==> src/logic/pcore_consts.svh <==
// Pipeline slice constants
`ifndef PCORE_CONSTS_SVH
`define PCORE_CONSTS_SVH

// Data word width
`define PCORE_XLEN 32

// Register file index width
`define PCORE_REG_AW 5

// Data memory word-address width, 64 words
`define PCORE_DMEM_AW 6

// Cycles from a load/store request to its acknowledge
`define PCORE_MEM_LAT 2

`endif
==> src/logic/pcore_isa_pkg.sv <==
// Instruction set types
`include "pcore_consts.svh"

package pcore_isa_pkg;

    typedef logic [`PCORE_XLEN-1:0] word_t;
    typedef logic [`PCORE_REG_AW-1:0] reg_addr_t;
    typedef logic [31:0] instr_t;
    typedef logic [`PCORE_DMEM_AW-1:0] dmem_addr_t;

    // RV32I major opcodes handled by the slice
    typedef enum logic [6:0] {
        OPC_OP     = 7'b0110011,
        OPC_OP_IMM = 7'b0010011,
        OPC_LOAD   = 7'b0000011,
        OPC_STORE  = 7'b0100011
    } opcode_e;

    typedef enum logic {
        ALU_ADD = 1'b0,
        ALU_SUB = 1'b1
    } alu_op_e;

endpackage

==> src/logic/pcore_pipe_pkg.sv <==
// Pipeline and hazard structs
package pcore_pipe_pkg;

    typedef struct packed {
        logic                     valid;
        pcore_isa_pkg::alu_op_e   alu_op;
        pcore_isa_pkg::reg_addr_t rs1_addr;
        pcore_isa_pkg::reg_addr_t rs2_addr;
        logic                     use_rs1;
        logic                     use_rs2;
        pcore_isa_pkg::word_t     rs1_data;
        pcore_isa_pkg::word_t     rs2_data;
        pcore_isa_pkg::word_t     imm;
        pcore_isa_pkg::reg_addr_t rd_addr;
        logic                     rd_wr_req;
        logic                     is_load;
        logic                     is_store;
    } id2exe_s;

    typedef struct packed {
        logic                     valid;
        pcore_isa_pkg::reg_addr_t rd_addr;
        logic                     rd_wr_req;
        logic                     is_load;
        logic                     is_store;
        // Also the memory address for loads and stores
        pcore_isa_pkg::word_t     result;
        pcore_isa_pkg::word_t     store_data;
    } exe2lsu_s;

    typedef struct packed {
        logic                     valid;
        pcore_isa_pkg::reg_addr_t rd_addr;
        logic                     rd_wr_req;
        pcore_isa_pkg::word_t     data;
    } lsu2wrb_s;

    typedef struct packed {
        pcore_isa_pkg::reg_addr_t rs1_addr;
        pcore_isa_pkg::reg_addr_t rs2_addr;
        logic                     use_rs1;
        logic                     use_rs2;
    } exe2fwd_s;

    typedef struct packed {
        pcore_isa_pkg::reg_addr_t rd_addr;
        logic                     rd_wr_req;
        logic                     lsu_req;
        logic                     lsu_ack;
    } lsu2fwd_s;

    typedef struct packed {
        pcore_isa_pkg::reg_addr_t rd_addr;
        logic                     rd_wr_req;
    } wrb2fwd_s;

    typedef struct packed {
        logic fwd_lsu_rs1;
        logic fwd_lsu_rs2;
        logic fwd_wrb_rs1;
        logic fwd_wrb_rs2;
    } fwd2exe_s;

    typedef struct packed {
        logic id2exe_stall;
        logic exe2lsu_stall;
        logic exe2lsu_flush;
    } fwd2pipe_s;

endpackage

==> src/logic/forward_stall.sv <==
// Hazard detection and forwarding
module forward_stall (
    input  logic                      clk,
    input  logic                      rst_n,
    input  pcore_pipe_pkg::exe2fwd_s  exe2fwd_i,
    input  pcore_pipe_pkg::lsu2fwd_s  lsu2fwd_i,
    input  pcore_pipe_pkg::wrb2fwd_s  wrb2fwd_i,
    output pcore_pipe_pkg::fwd2exe_s  fwd2exe_o,
    output pcore_pipe_pkg::fwd2pipe_s fwd2pipe_o,
    output logic                      if_stall_o
);

    logic rs1_valid;
    logic rs2_valid;
    logic lsu_rs1_hazard;
    logic lsu_rs2_hazard;
    logic ld_use_hazard;
    logic mem_stall_q;
    logic mem_stall_next;
    logic front_stall;

    // x0 never creates a dependency
    assign rs1_valid = |exe2fwd_i.rs1_addr;
    assign rs2_valid = |exe2fwd_i.rs2_addr;

    assign lsu_rs1_hazard = rs1_valid & lsu2fwd_i.rd_wr_req
                          & (exe2fwd_i.rs1_addr == lsu2fwd_i.rd_addr);
    assign lsu_rs2_hazard = rs2_valid & lsu2fwd_i.rd_wr_req
                          & (exe2fwd_i.rs2_addr == lsu2fwd_i.rd_addr);

    // A load result is not ready in the load/store stage
    assign fwd2exe_o.fwd_lsu_rs1 = lsu_rs1_hazard & ~lsu2fwd_i.lsu_req;
    assign fwd2exe_o.fwd_lsu_rs2 = lsu_rs2_hazard & ~lsu2fwd_i.lsu_req;

    assign fwd2exe_o.fwd_wrb_rs1 = rs1_valid & wrb2fwd_i.rd_wr_req
                                 & (exe2fwd_i.rs1_addr == wrb2fwd_i.rd_addr);
    assign fwd2exe_o.fwd_wrb_rs2 = rs2_valid & wrb2fwd_i.rd_wr_req
                                 & (exe2fwd_i.rs2_addr == wrb2fwd_i.rd_addr);

    assign ld_use_hazard = lsu2fwd_i.lsu_req
                         & ((lsu_rs1_hazard & exe2fwd_i.use_rs1)
                         |  (lsu_rs2_hazard & exe2fwd_i.use_rs2));

    // Memory stall level, set by request and cleared by acknowledge
    always_comb begin
        mem_stall_next = mem_stall_q;
        if (lsu2fwd_i.lsu_ack) begin
            mem_stall_next = 1'b0;
        end else if (lsu2fwd_i.lsu_req) begin
            mem_stall_next = 1'b1;
        end
    end

    always_ff @(posedge clk) begin
        if (!rst_n) begin
            mem_stall_q <= 1'b0;
        end else begin
            mem_stall_q <= mem_stall_next;
        end
    end

    assign front_stall = ld_use_hazard | mem_stall_next;

    assign fwd2pipe_o.id2exe_stall  = front_stall;
    assign fwd2pipe_o.exe2lsu_stall = mem_stall_next;
    // Bubble only once the load has been acknowledged and moves on
    assign fwd2pipe_o.exe2lsu_flush = ld_use_hazard & ~mem_stall_next;

    assign if_stall_o = front_stall;

endmodule

==> config.mk <==
export PLATFORM = sky130hd
export DESIGN_NAME = forward_stall
export DESIGN_NICKNAME = d
export VERILOG_FILES = /design/src/logic/pcore_isa_pkg.sv /design/src/logic/pcore_pipe_pkg.sv /design/src/logic/forward_stall.sv
export VERILOG_INCLUDE_DIRS = /design/src /design/src/logic
export SDC_FILE = /design/constraint.sdc
export NUM_CORES = 1
export LEC_CHECK = 0
export BUFFER_PORTS_ARGS = -buffer_cell sky130_fd_sc_hd__buf_2
export CAP_MARGIN = 20
export CORE_AREA = 2 2 39 41
export DETAILED_ROUTE_END_ITERATION = 6
export DIE_AREA = 0 0 41 43
export SYNTH_ARGS = -nofsm -noshare
export SYNTH_HDL_FRONTEND = slang
export SYNTH_SLANG_ARGS = --single-unit
==> constraint.sdc <==
create_clock -name clk -period 2.65 [get_ports clk]
set_clock_uncertainty 0.05 [all_clocks]
set_input_delay 0.53 -clock clk [delete_from_list [all_inputs] [get_ports clk]]
set_output_delay 0.53 -clock clk [all_outputs]
set_load 0.02 [all_outputs]
### Word level (Yosys, flattened, before mapping)

Cells that the tools add are included.

| word-level totals | value |
|---|---|
| flip-flop bits (word level) | 1 |
| input bits | 28 |
| output and inout port bits | 8 |
| logic and storage cells | 27 |

| cells by class | value |
|---|---|
| equality and inequality tests | 4 |
| multiplexer cells | 2 |
| bitwise gates (word level) | 18 |
| reduce and logical (&&, ||, !) cells | 2 |

Operators with widths:

| kind | count |
|---|---|
| $eq 5x5->1 | 4 |
| $and 1x1->1 | 14 |
| $reduce_or 5->1 | 2 |
| $mux 1 | 2 |
| $not 1->1 | 2 |
| $or 1x1->1 | 2 |

### Longest topological paths before layout

Gate-level depths: netlist (run 1).

| depth | value |
|---|---|
| depth after elaboration | 7 |
| gate-level depth with buffers | 5 |
| mapped depth without buffers | 4 |

### Least setup slack after synthesis (run 1)

OpenSTA, ideal clock, no wires.

| timing path | value |
|---|---|
| path type | input port to output port |
| from | in exe2fwd_i[8] (netlist name) |
| to | out fwd2pipe_o[2] (netlist name) |
| arrival time | 1.825 ns |
| data required time | 2.070 ns |
| setup slack | 0.245 ns |
| stages on the path | 5 |
| path buffers | 1 |
| path through | or4_4 > o211a_1 > a32oi_1 > o22ai_1 > buf_4 |

| between the ends | value |
|---|---|
| cells in the longest elaborated chain, start to end | 7 |
| elaborated cells on any way between the ends | 8 |
| those cells by class | eq/ne: 1; bitwise: 6; reduce/logical: 1 |

Ends and longest elaborated chain:

| what | RTL line | RTL |
|---|---|---|
| start, declared | forward_stall.sv:5 | `input pcore_pipe_pkg::exe2fwd_s exe2fwd_i,` |
| $reduce_or 5->1 | forward_stall.sv:23 | `assign rs1_valid = \|exe2fwd_i.rs1_addr;` |
| $and 1x1->1 | forward_stall.sv:26 | `assign lsu_rs1_hazard = rs1_valid & lsu2fwd_i.rd_wr_req` |
| $and 1x1->1 (*) | forward_stall.sv:27 | `& (exe2fwd_i.rs1_addr == lsu2fwd_i.rd_addr);` |
| $and 1x1->1 (*) | forward_stall.sv:41 | `& ((lsu_rs1_hazard & exe2fwd_i.use_rs1)` |
| $or 1x1->1 (*) | forward_stall.sv:42 | `\| (lsu_rs2_hazard & exe2fwd_i.use_rs2));` |
| $and 1x1->1 (*) | forward_stall.sv:41 |  |
| $or 1x1->1 (*) | forward_stall.sv:62 | `assign front_stall = ld_use_hazard \| mem_stall_next;` |
| end, declared | forward_stall.sv:9 | `output pcore_pipe_pkg::fwd2pipe_s fwd2pipe_o,` |

Mark *: on every way between the ends. The rest lies on a longest branch, timed or not.

### Final worst setup path (run 1)

| timing path | value |
|---|---|
| from | in exe2fwd_i[8] (netlist name) |
| to | out if_stall_o |

| between the ends | value |
|---|---|
| cells in the longest elaborated chain, start to end | 7 |
| elaborated cells on any way between the ends | 8 |
| those cells by class | eq/ne: 1; bitwise: 6; reduce/logical: 1 |

Ends and longest elaborated chain:

| what | RTL line | RTL |
|---|---|---|
| $reduce_or 5->1 | forward_stall.sv:23 |  |
| $and 1x1->1 | forward_stall.sv:26 |  |
| $and 1x1->1 (*) | forward_stall.sv:27 |  |
| $and 1x1->1 (*) | forward_stall.sv:41 |  |
| $or 1x1->1 (*) | forward_stall.sv:42 |  |
| $and 1x1->1 (*) | forward_stall.sv:41 |  |
| $or 1x1->1 (*) | forward_stall.sv:62 |  |
| end, declared | forward_stall.sv:10 | `output logic if_stall_o` |

Marks and branches as above.

==> results of run 1 <==
-- routing by layer --
| layer | vias to the layer above | GRT usage [%] | part of all wire [%] |
|---|---|---|---|
| li1 | 246 | - | - |
| met1 | 200 | 18.4 | 45 |
| met2 | 8 | 20.9 | 53 |
| met3 | 0 | 0.524 | 2.2 |
| met4 | 0 | 2.00 | 0 |
| met5 | - | 0 | 0 |
-- layout by cell type, fill, tap and decap left out --
cell / n
nand2b_1: 1
nor4_1: 1
xor2_1: 10
and2_1: 1
xnor2_1: 10
dfxtp_1: 1
nand3_1: 1
a32oi_1: 1
nand2_1: 5
inv_1: 1
buf_2: 35
or4_4: 1
a211oi_1: 3
o211a_1: 1
nor2_1: 6
nor3_1: 3
nand4_1: 2
o22ai_1: 1
nor4b_1: 1
-- metrics by stage --
step | power, W | std cells | cell area, um^2 | worst slack [ps]
finish | 0.000101 | 101 | 554 | 215
floorplan | 0.0000629 | 52 | 374 | 245
global route | 0.000110 | 101 | 554 | 122
global placement | 0.000100 | 101 | 554 | 222
CTS | 0.000102 | 101 | 554 | 211
detailed placement | 0.000101 | 101 | 554 | 212
-- cell families (layout without fill, tap and decap cells) --
| logic type | after synthesis | count (layout) | synth area share [%] |
|---|---|---|---|
| AO/OA/AOI/OAI | 6 | 6 | 12.7 |
| XOR/XNOR | 20 | 20 | 46.8 |
| buffers and inverters | 3 | 36 | 5.01 |
| flip-flops | 1 | 1 | 5.35 |
| AND/OR/NAND/NOR | 22 | 22 | 30.1 |
-- area by class of cell --
type                       count  share of cell area, %
inverter                       1                  0.677
sequential                     1                   3.61
tap                           16                   3.61
timing repair buffer          35                   31.6
multi-input combinational     48                   60.5
-- power breakdown --
group          internal (W)  total (W)  leakage (nW)  switching (W)
combinational     0.0000406  0.0000847         0.258      0.0000441
sequential        0.0000161  0.0000162       0.00823    0.000000156
clock                     0          0             0              0
total             0.0000567   0.000101         0.266      0.0000442
-- worst register-to-register path, stage by stage (launching register included) --
cell     delay [ps]
dfxtp_1         270
nor2_1          120
nor2_1           60
and2_1          150
-- worst paths after layout --
check | to | slack (ps) | depth (start not counted)
worst max-delay path | if_stall_o | 210 | 6
worst min-delay path | mem_stall_q | 540 | 3
worst max register to register | mem_stall_q | 1880 | 3
worst min register to register | mem_stall_q | 540 | 3
==> impl_results.md, run 1 <==
* Crit path launch: exe2fwd_i[8]
* Hold path startpoint: mem_stall_q
* Critical Path End Type: primary output
* Die extent in y at 43 um
* Pwr/cell area at 182 nW/um^2
* Layout cell share with drive strength beyond 1 at 42.4%
* Count of hold-fix buffers inserted at cts at 0
* CP Buf/Inv Count at 2
* Total I/O pin count at 36
* Antenna Nets Post-Route at 0
* Rel. slew slack at 74.5%
* Biggest register: mem_stall_q
* Post-CTS Setup Bufs at 0
* First-pass GRT wire length at 1.72 mm
* Mapped Avg Cell Area at 7.19 um^2
* Status: finished clean
* Initial DRC count at 4
* DRT Pass-1 Iters at 4
* Top flop regs: mem_stall_q: 1 flops
* Gate Count Post-Synth at 52
* Worst-Skew Late Latency at 0 ps
* CP Data Arrival Time at 1860 ps
* Drt drc at 0
* Layout Nets at 115
* Cell row count at 14
* Startpoint types: primary input
* Setup total negative slack at 0 ps
* Max rail drop VDD at 0.0771 mV
* Die area at 1760 um^2
* Largest cells by area after synthesis: xnor2_1 23%, xor2_1 23%, a211oi_1 6.0%
* RR Startpoint: mem_stall_q
* Most frequent cells after synthesis: 10 x xnor2_1, 10 x xor2_1, 6 x nor2_1
* N_diodes at 0
* Yosys Warn Count at 0
* Total GRT Usage at 12.9%
* Vias per cell at 4.50
* Post-layout util at 40.1%
* Biggest cell delay along the critical path at 530 ps
* Max cap viols at 0
* Cell taking the most area after synthesis: xnor2_1
* Synthesis-stage register bit count at 1
* RSZ-0062 raised after global routing: no
* Top FF cell, synth: dfxtp_1
* CTS resizes at 0
* Fin. Hold Viols at 0
* Worst slew pin tran at 378 ps
* Max FFs per register at 1
* Most used cell, CP: buf_2
* Critical path data required time at 2070 ps
* Worst-path cell chain: buf_2 > or4_4 > o211a_1 > a32oi_1 > o22ai_1 > buf_2
* Routability Congestion at 0.746
* GRT overflow at 0
* Post-synth net total at 80
* Register area share after synthesis at 5.35%
* Post-synth top area share at 23.4%
* Fin crit period at 2440 ps
* Starting Density at 27.0%
* Clock-pin slew on the worst setup and hold paths at 0 ps
* Post-synth EDFFs at 0
* FILL cells at 166
* Final WL at 1.05 mm
* Final setup violation count at 0
* Multi-input logic area at 335 um^2
* Largest net degree at the start of global routing at 5
* DP HPWL at 988 um
* Post-Syn Area at 374 um^2
* Async SR Flop Fraction at 0%
* Maximum clock frequency at 411 MHz
* Slowest-stage cell, CP: or4_4
* Type of the worst setup path: in2out
* Initial antenna violation count at 0
* Worst hold slack at 542 ps
* Die X at 41 um
* HP Class: reg2reg
* Via count at 454
* DR WL/cell at 10.4 um
* # port buffers at 35
* Vias in the first global route at 454
* Final Max Tran Viols at 0
* Crit Path Max Fanout at 3
* Area grow syn2layout at 48.2%
* Unique masters post-synth at 19
* Period utilisation layout at 91.9%
* Kind of cell adding the most delay to the critical path: simple AND/OR/NAND/NOR gates
* Leakage at 0.266 nW
* Register area at 20.0 um^2
* Core area at 1380 um^2
(Power assumes the default switching activity.)
==> run 2: changes to the inputs <==
PLACE_DENSITY_LB_ADDON = 0.3   (was unset)
clock period = 2.6 ns   (was 2.65 ns; I/O delays follow)
==> run 2 against run 1 <==
Net effect: global-route usage fell by 0.50 points; total power grew 1.1%; sequential power increased by 2%; cell count stayed put; utilization did not move; flip-flop and latch count unchanged; largest cell class unchanged; highest routed layer unchanged.
==> impl_results.md, run 2 (synthesized netlist as in run 1, its figures left out) <==
* HP Class: reg2reg
* DP HPWL at 947 um (-4.2%)
* Initial DRC count at 0 (-4)
* DRT Pass-1 Iters at 1 (-3)
* Layout Nets at 115 (unchanged)
* Final worst slack at 167 ps (-47.8 ps)
* Max rail drop VDD at 0.0566 mV (-27%)
* Worst slew pin tran at 359 ps (-18.2 ps)
* RSZ-0062 raised after global routing: no
* Most frequent cells in the layout: 35 x buf_2, 10 x xor2_1, 10 x xnor2_1, 6 x nor2_1, 5 x nand2_1
* Biggest register: mem_stall_q
* Core area at 1380 um^2 (unchanged)
* Clock-pin slew on the worst setup and hold paths at 0 ps (unchanged)
* Layout cell share with drive strength beyond 1 at 42.4% (unchanged)
* Fin. Hold Viols at 0 (unchanged)
* Total I/O pin count at 36 (unchanged)
* N_diodes at 0 (unchanged)
* Final Max Tran Viols at 0 (unchanged)
* # port buffers at 35 (unchanged)
* Startpoint types: primary input
* Fin crit period at 2430 ps
* Pwr/cell area at 184 nW/um^2 (+1.1%)
* Antenna Nets Post-Route at 0 (unchanged)
* CP Data Arrival Time at 1860 ps (about the same)
* Cell row count at 14 (unchanged)
* Critical path data required time at 2030 ps (-40 ps)
* Die area at 1760 um^2 (unchanged)
* Critical Path End Type: primary output
* Starting Density at 27.0% (unchanged)
* DP Cell Count at 101 (unchanged)
* Vias per cell at 4.66 (+3.7%)
* Max FFs per register at 1 (unchanged)
* Post-CTS Setup Bufs at 0 (unchanged)
* Vias in the first global route at 437 (-3.7%)
* Dpl ws at 148 ps (-63.5 ps)
* Maximum clock frequency at 411 MHz
* Rel. slew slack at 75.7% (+1.2 points)
* Die X at 41 um (unchanged)
* Routability Congestion at 0.818 (+9.6%)
* Largest net degree at the start of global routing at 5 (unchanged)
* Count of hold-fix buffers inserted at cts at 0 (unchanged)
* Area grow syn2layout at 48.2% (unchanged)
* Drt drc at 0 (unchanged)
* First-pass GRT wire length at 1.66 mm (-3.6%)
* Via count at 471 (+3.7%)
* Status: finished clean
* CTS resizes at 0 (unchanged)
* Commonest non-fill, non-tap cell in the layout: buf_2
* Final setup violation count at 0 (unchanged)
* Final WL at 996 um (-5.2%)
* Worst-Skew Late Latency at 0 ps (unchanged)
* Die extent in y at 43 um (unchanged)
* Total GRT Usage at 12.4% (-0.50 points)
* Initial antenna violation count at 0 (unchanged)
* Finished Layout Cells at 101 (unchanged)
* Setup total negative slack at 0 ps (unchanged)
* Crit Path Max Fanout at 3 (unchanged)
* Max cap viols at 0 (unchanged)
* Top flop regs: mem_stall_q: 1 flops
* DR WL/cell at 9.86 um (-5.2%)
* GRT overflow at 0 (unchanged)
* Type of the worst setup path: in2out
* Period utilisation layout at 93.6%
* Leakage at 0.266 nW (unchanged)
## run 2: cell counts in the layout (fill, tap and decap cells not counted)
No cell type changed its count.
## run 2: area by class of cell
cell class | count | area [um^2]
Multi-Input combinational cell | 48 | 335
Inverter | 1 | 3.75
Fill cell | 159 | 830
Timing Repair Buffer | 35 | 175
Tap cell | 16 | 20.0
Sequential cell | 1 | 20.0
## run 2: final timing paths
kind	startpoint	end	slack (ps)	cells past startpoint
worst min-delay path	mem_stall_q	mem_stall_q	540	3
worst max register to register	mem_stall_q	mem_stall_q	1840	3
worst min register to register	mem_stall_q	mem_stall_q	540	3
worst max-delay path	exe2fwd_i[8]	fwd2pipe_o[2]	170	6
## run 2: per-stage QoR
stage | hold WS (ps) | instance area (um^2) | power (W) | util [%]
floorplan | 519 | 374 | 0.0000642 | -
global placement | 540 | 554 | 0.000102 | 40.1
detailed placement | 555 | 554 | 0.000103 | 40.1
CTS | 555 | 554 | 0.000103 | 40.1
global route | 627 | 554 | 0.000111 | 40.1
finish | 543 | 554 | 0.000102 | 40.1
## run 2: power by group
group          leakage [nW]  internal, W  switching [W]
clock network             0            0              0
logic                 0.258    0.0000414      0.0000441
registers           0.00823    0.0000164    0.000000180
total                 0.266    0.0000578      0.0000443
## run 2: critical path, stage by stage
cell,delay (ps)
buf_2,120
or4_4,530
o211a_1,250
a32oi_1,170
o22ai_1,110
buf_2,170
## run 2: per-layer routing
metal	wire length (um)	global-route usage, %
met2	514	20.9
met5	0	0
met3	58	0
met4	0	0
met1	423	18.1
==> run 3: changes to the inputs <==
RECOVER_POWER = 25   (was unset)
==> run 3 against run 2 <==
Net effect: fmax unchanged; register-to-register slack hardly changed; cell count did not move; via count unchanged; global-route usage did not move; die area stayed put; combinational power about the same; highest routed layer unchanged; design area fell by 0.23%; worst setup slack unchanged; sequential share of layout area about the same.
==> impl_results.md, run 3 (synthesized netlist as in run 1, its figures left out) <==
* Status: finished clean
* Cell row count at 14 (unchanged)
* Drt drc at 0 (unchanged)
* Period utilisation layout at 93.6% (unchanged)
* Top flop regs: mem_stall_q: 1 flops
* DR WL/cell at 9.86 um (unchanged)
* HP Class: reg2reg
* Fin. Hold Viols at 0 (unchanged)
* Initial DRC count at 0 (unchanged)
* Fin crit period at 2430 ps (unchanged)
* DRT Pass-1 Iters at 1 (unchanged)
* Final WL at 996 um (unchanged)
* Most used cell, CP: buf_2
* Worst slew pin tran at 359 ps (unchanged)
* RSZ-0062 raised after global routing: no
* Die extent in y at 43 um (unchanged)
* Critical Path End Type: primary output
* Final Max Tran Viols at 0 (unchanged)
* Area grow syn2layout at 47.8%
* Worst setup endpoint: fwd2pipe_o[2]
* Rel. slew slack at 75.7% (unchanged)
* Max cap viols at 0 (unchanged)
* FF-to-FF setup slack at 1840 ps (about the same)
* Max rail drop VDD at 0.0566 mV (about the same)
* CP Data Arrival Time at 1860 ps (about the same)
* Antenna Nets Post-Route at 0 (unchanged)
* Maximum clock frequency at 411 MHz (unchanged)
* RR Endpoint: mem_stall_q
* Routability Congestion at 0.818 (unchanged)
* Die X at 41 um (unchanged)
* Core area at 1380 um^2 (unchanged)
* Vias in the first global route at 437 (unchanged)
* Hold path startpoint: mem_stall_q
* Worst hold slack at 553 ps (+9.41 ps)
* Die area at 1760 um^2 (unchanged)
* Setup total negative slack at 0 ps (unchanged)
* Leakage at 0.262 nW (-1.6%)
* Worst-path cell chain: buf_2 > or4_4 > o211a_1 > a32oi_1 > o22ai_1 > buf_2
* GRT overflow at 0 (unchanged)
* Starting Density at 27.0% (unchanged)
* Pwr/cell area at 184 nW/um^2 (about the same)
* Biggest cell delay along the critical path at 530 ps (about the same)
* Post-layout util at 40.0% (-0.090 points)
* Final setup violation count at 0 (unchanged)
* Total GRT Usage at 12.4% (unchanged)
* Startpoint types: primary input
* RR Startpoint: mem_stall_q
* First-pass GRT wire length at 1.66 mm (unchanged)
* Critical path data required time at 2030 ps (about the same)
* Crit Path Max Fanout at 3 (unchanged)
* Commonest non-fill, non-tap cell in the layout: buf_2
* # port buffers at 35 (unchanged)
* DP HPWL at 947 um (unchanged)
* Largest net degree at the start of global routing at 5 (unchanged)
* Biggest register: mem_stall_q
* Most frequent cells in the layout: 34 x buf_2, 10 x xor2_1, 10 x xnor2_1, 6 x nor2_1, 5 x nand2_1
* Initial antenna violation count at 0 (unchanged)
* R2R cell count at 3 (unchanged)
* Total I/O pin count at 36 (unchanged)
* Post-CTS Setup Bufs at 0 (unchanged)
* Layout cell share with drive strength beyond 1 at 41.2% (-1.2 points)
* Vias per cell at 4.66 (unchanged)
* Crit path launch: exe2fwd_i[8]
* Max FFs per register at 1 (unchanged)
* Via count at 471 (unchanged)
* Layout Nets at 115 (unchanged)
* Type of the worst setup path: in2out
* CTS resizes at 0 (unchanged)
* DP Cell Count at 101 (unchanged)
* N_diodes at 0 (unchanged)
* Clock-pin slew on the worst setup and hold paths at 0 ps (unchanged)
* Finished Layout Cells at 101 (unchanged)
* Count of hold-fix buffers inserted at cts at 0 (unchanged)
* Worst-Skew Late Latency at 0 ps (unchanged)
* Slowest-stage cell, CP: or4_4
## run 3: cell count changes in the layout (fill, tap and decap cells not counted)
cell / change
and2_0: +1
clkbuf_1: +1
buf_2: -1
and2_1: -1
## run 3: final cells by class
cell class / count / area, um^2
Timing Repair Buffer: 35 / 174
Tap cell: 16 / 20.0
Sequential cell: 1 / 20.0
Inverter: 1 / 3.75
Multi-Input combinational cell: 48 / 335
Fill cell: 160 / 831
## run 3: worst min path at each step
stage,cells past startpoint,end,slack (ps)
6_report,3,mem_stall_q,550
5_1_grt,3,mem_stall_q,640
4_1_cts,3,mem_stall_q,550
3_5_place_dp,3,mem_stall_q,550
3_3_place_gp,3,mem_stall_q,540
2_1_floorplan,3,mem_stall_q,520
## run 3: stage by stage
step                      total power (W)  area, um^2  setup WS, ps
after floorplan                 0.0000642         374           215
after global placement           0.000102         554           183
after detailed placement         0.000103         554           148
after CTS                        0.000103         554           146
after global routing             0.000111         553           116
final                            0.000102         553           167
## run 3: per-layer routing
metal | part of all wire [%] | track usage, %
met3 | 5.8 | 0
met1 | 42 | 18.1
met2 | 52 | 20.9
met4 | 0 | 0
met5 | 0 | 0
## run 3: critical path: cells and delay by family
| kind | cells | cell delay [ps] |
|---|---|---|
| AO/OA/AOI/OAI | 3 | 530 |
| buffers and inverters | 2 | 290 |
| AND/OR/NAND/NOR | 1 | 530 |
## run 3: power by group
group	switching [W]	internal (W)	total [W]	leakage (nW)
Sequential	0.000000180	0.0000164	0.0000166	0.00823
Clock	0	0	0	0
Combinational	0.0000441	0.0000411	0.0000852	0.254
Total	0.0000443	0.0000575	0.000102	0.262
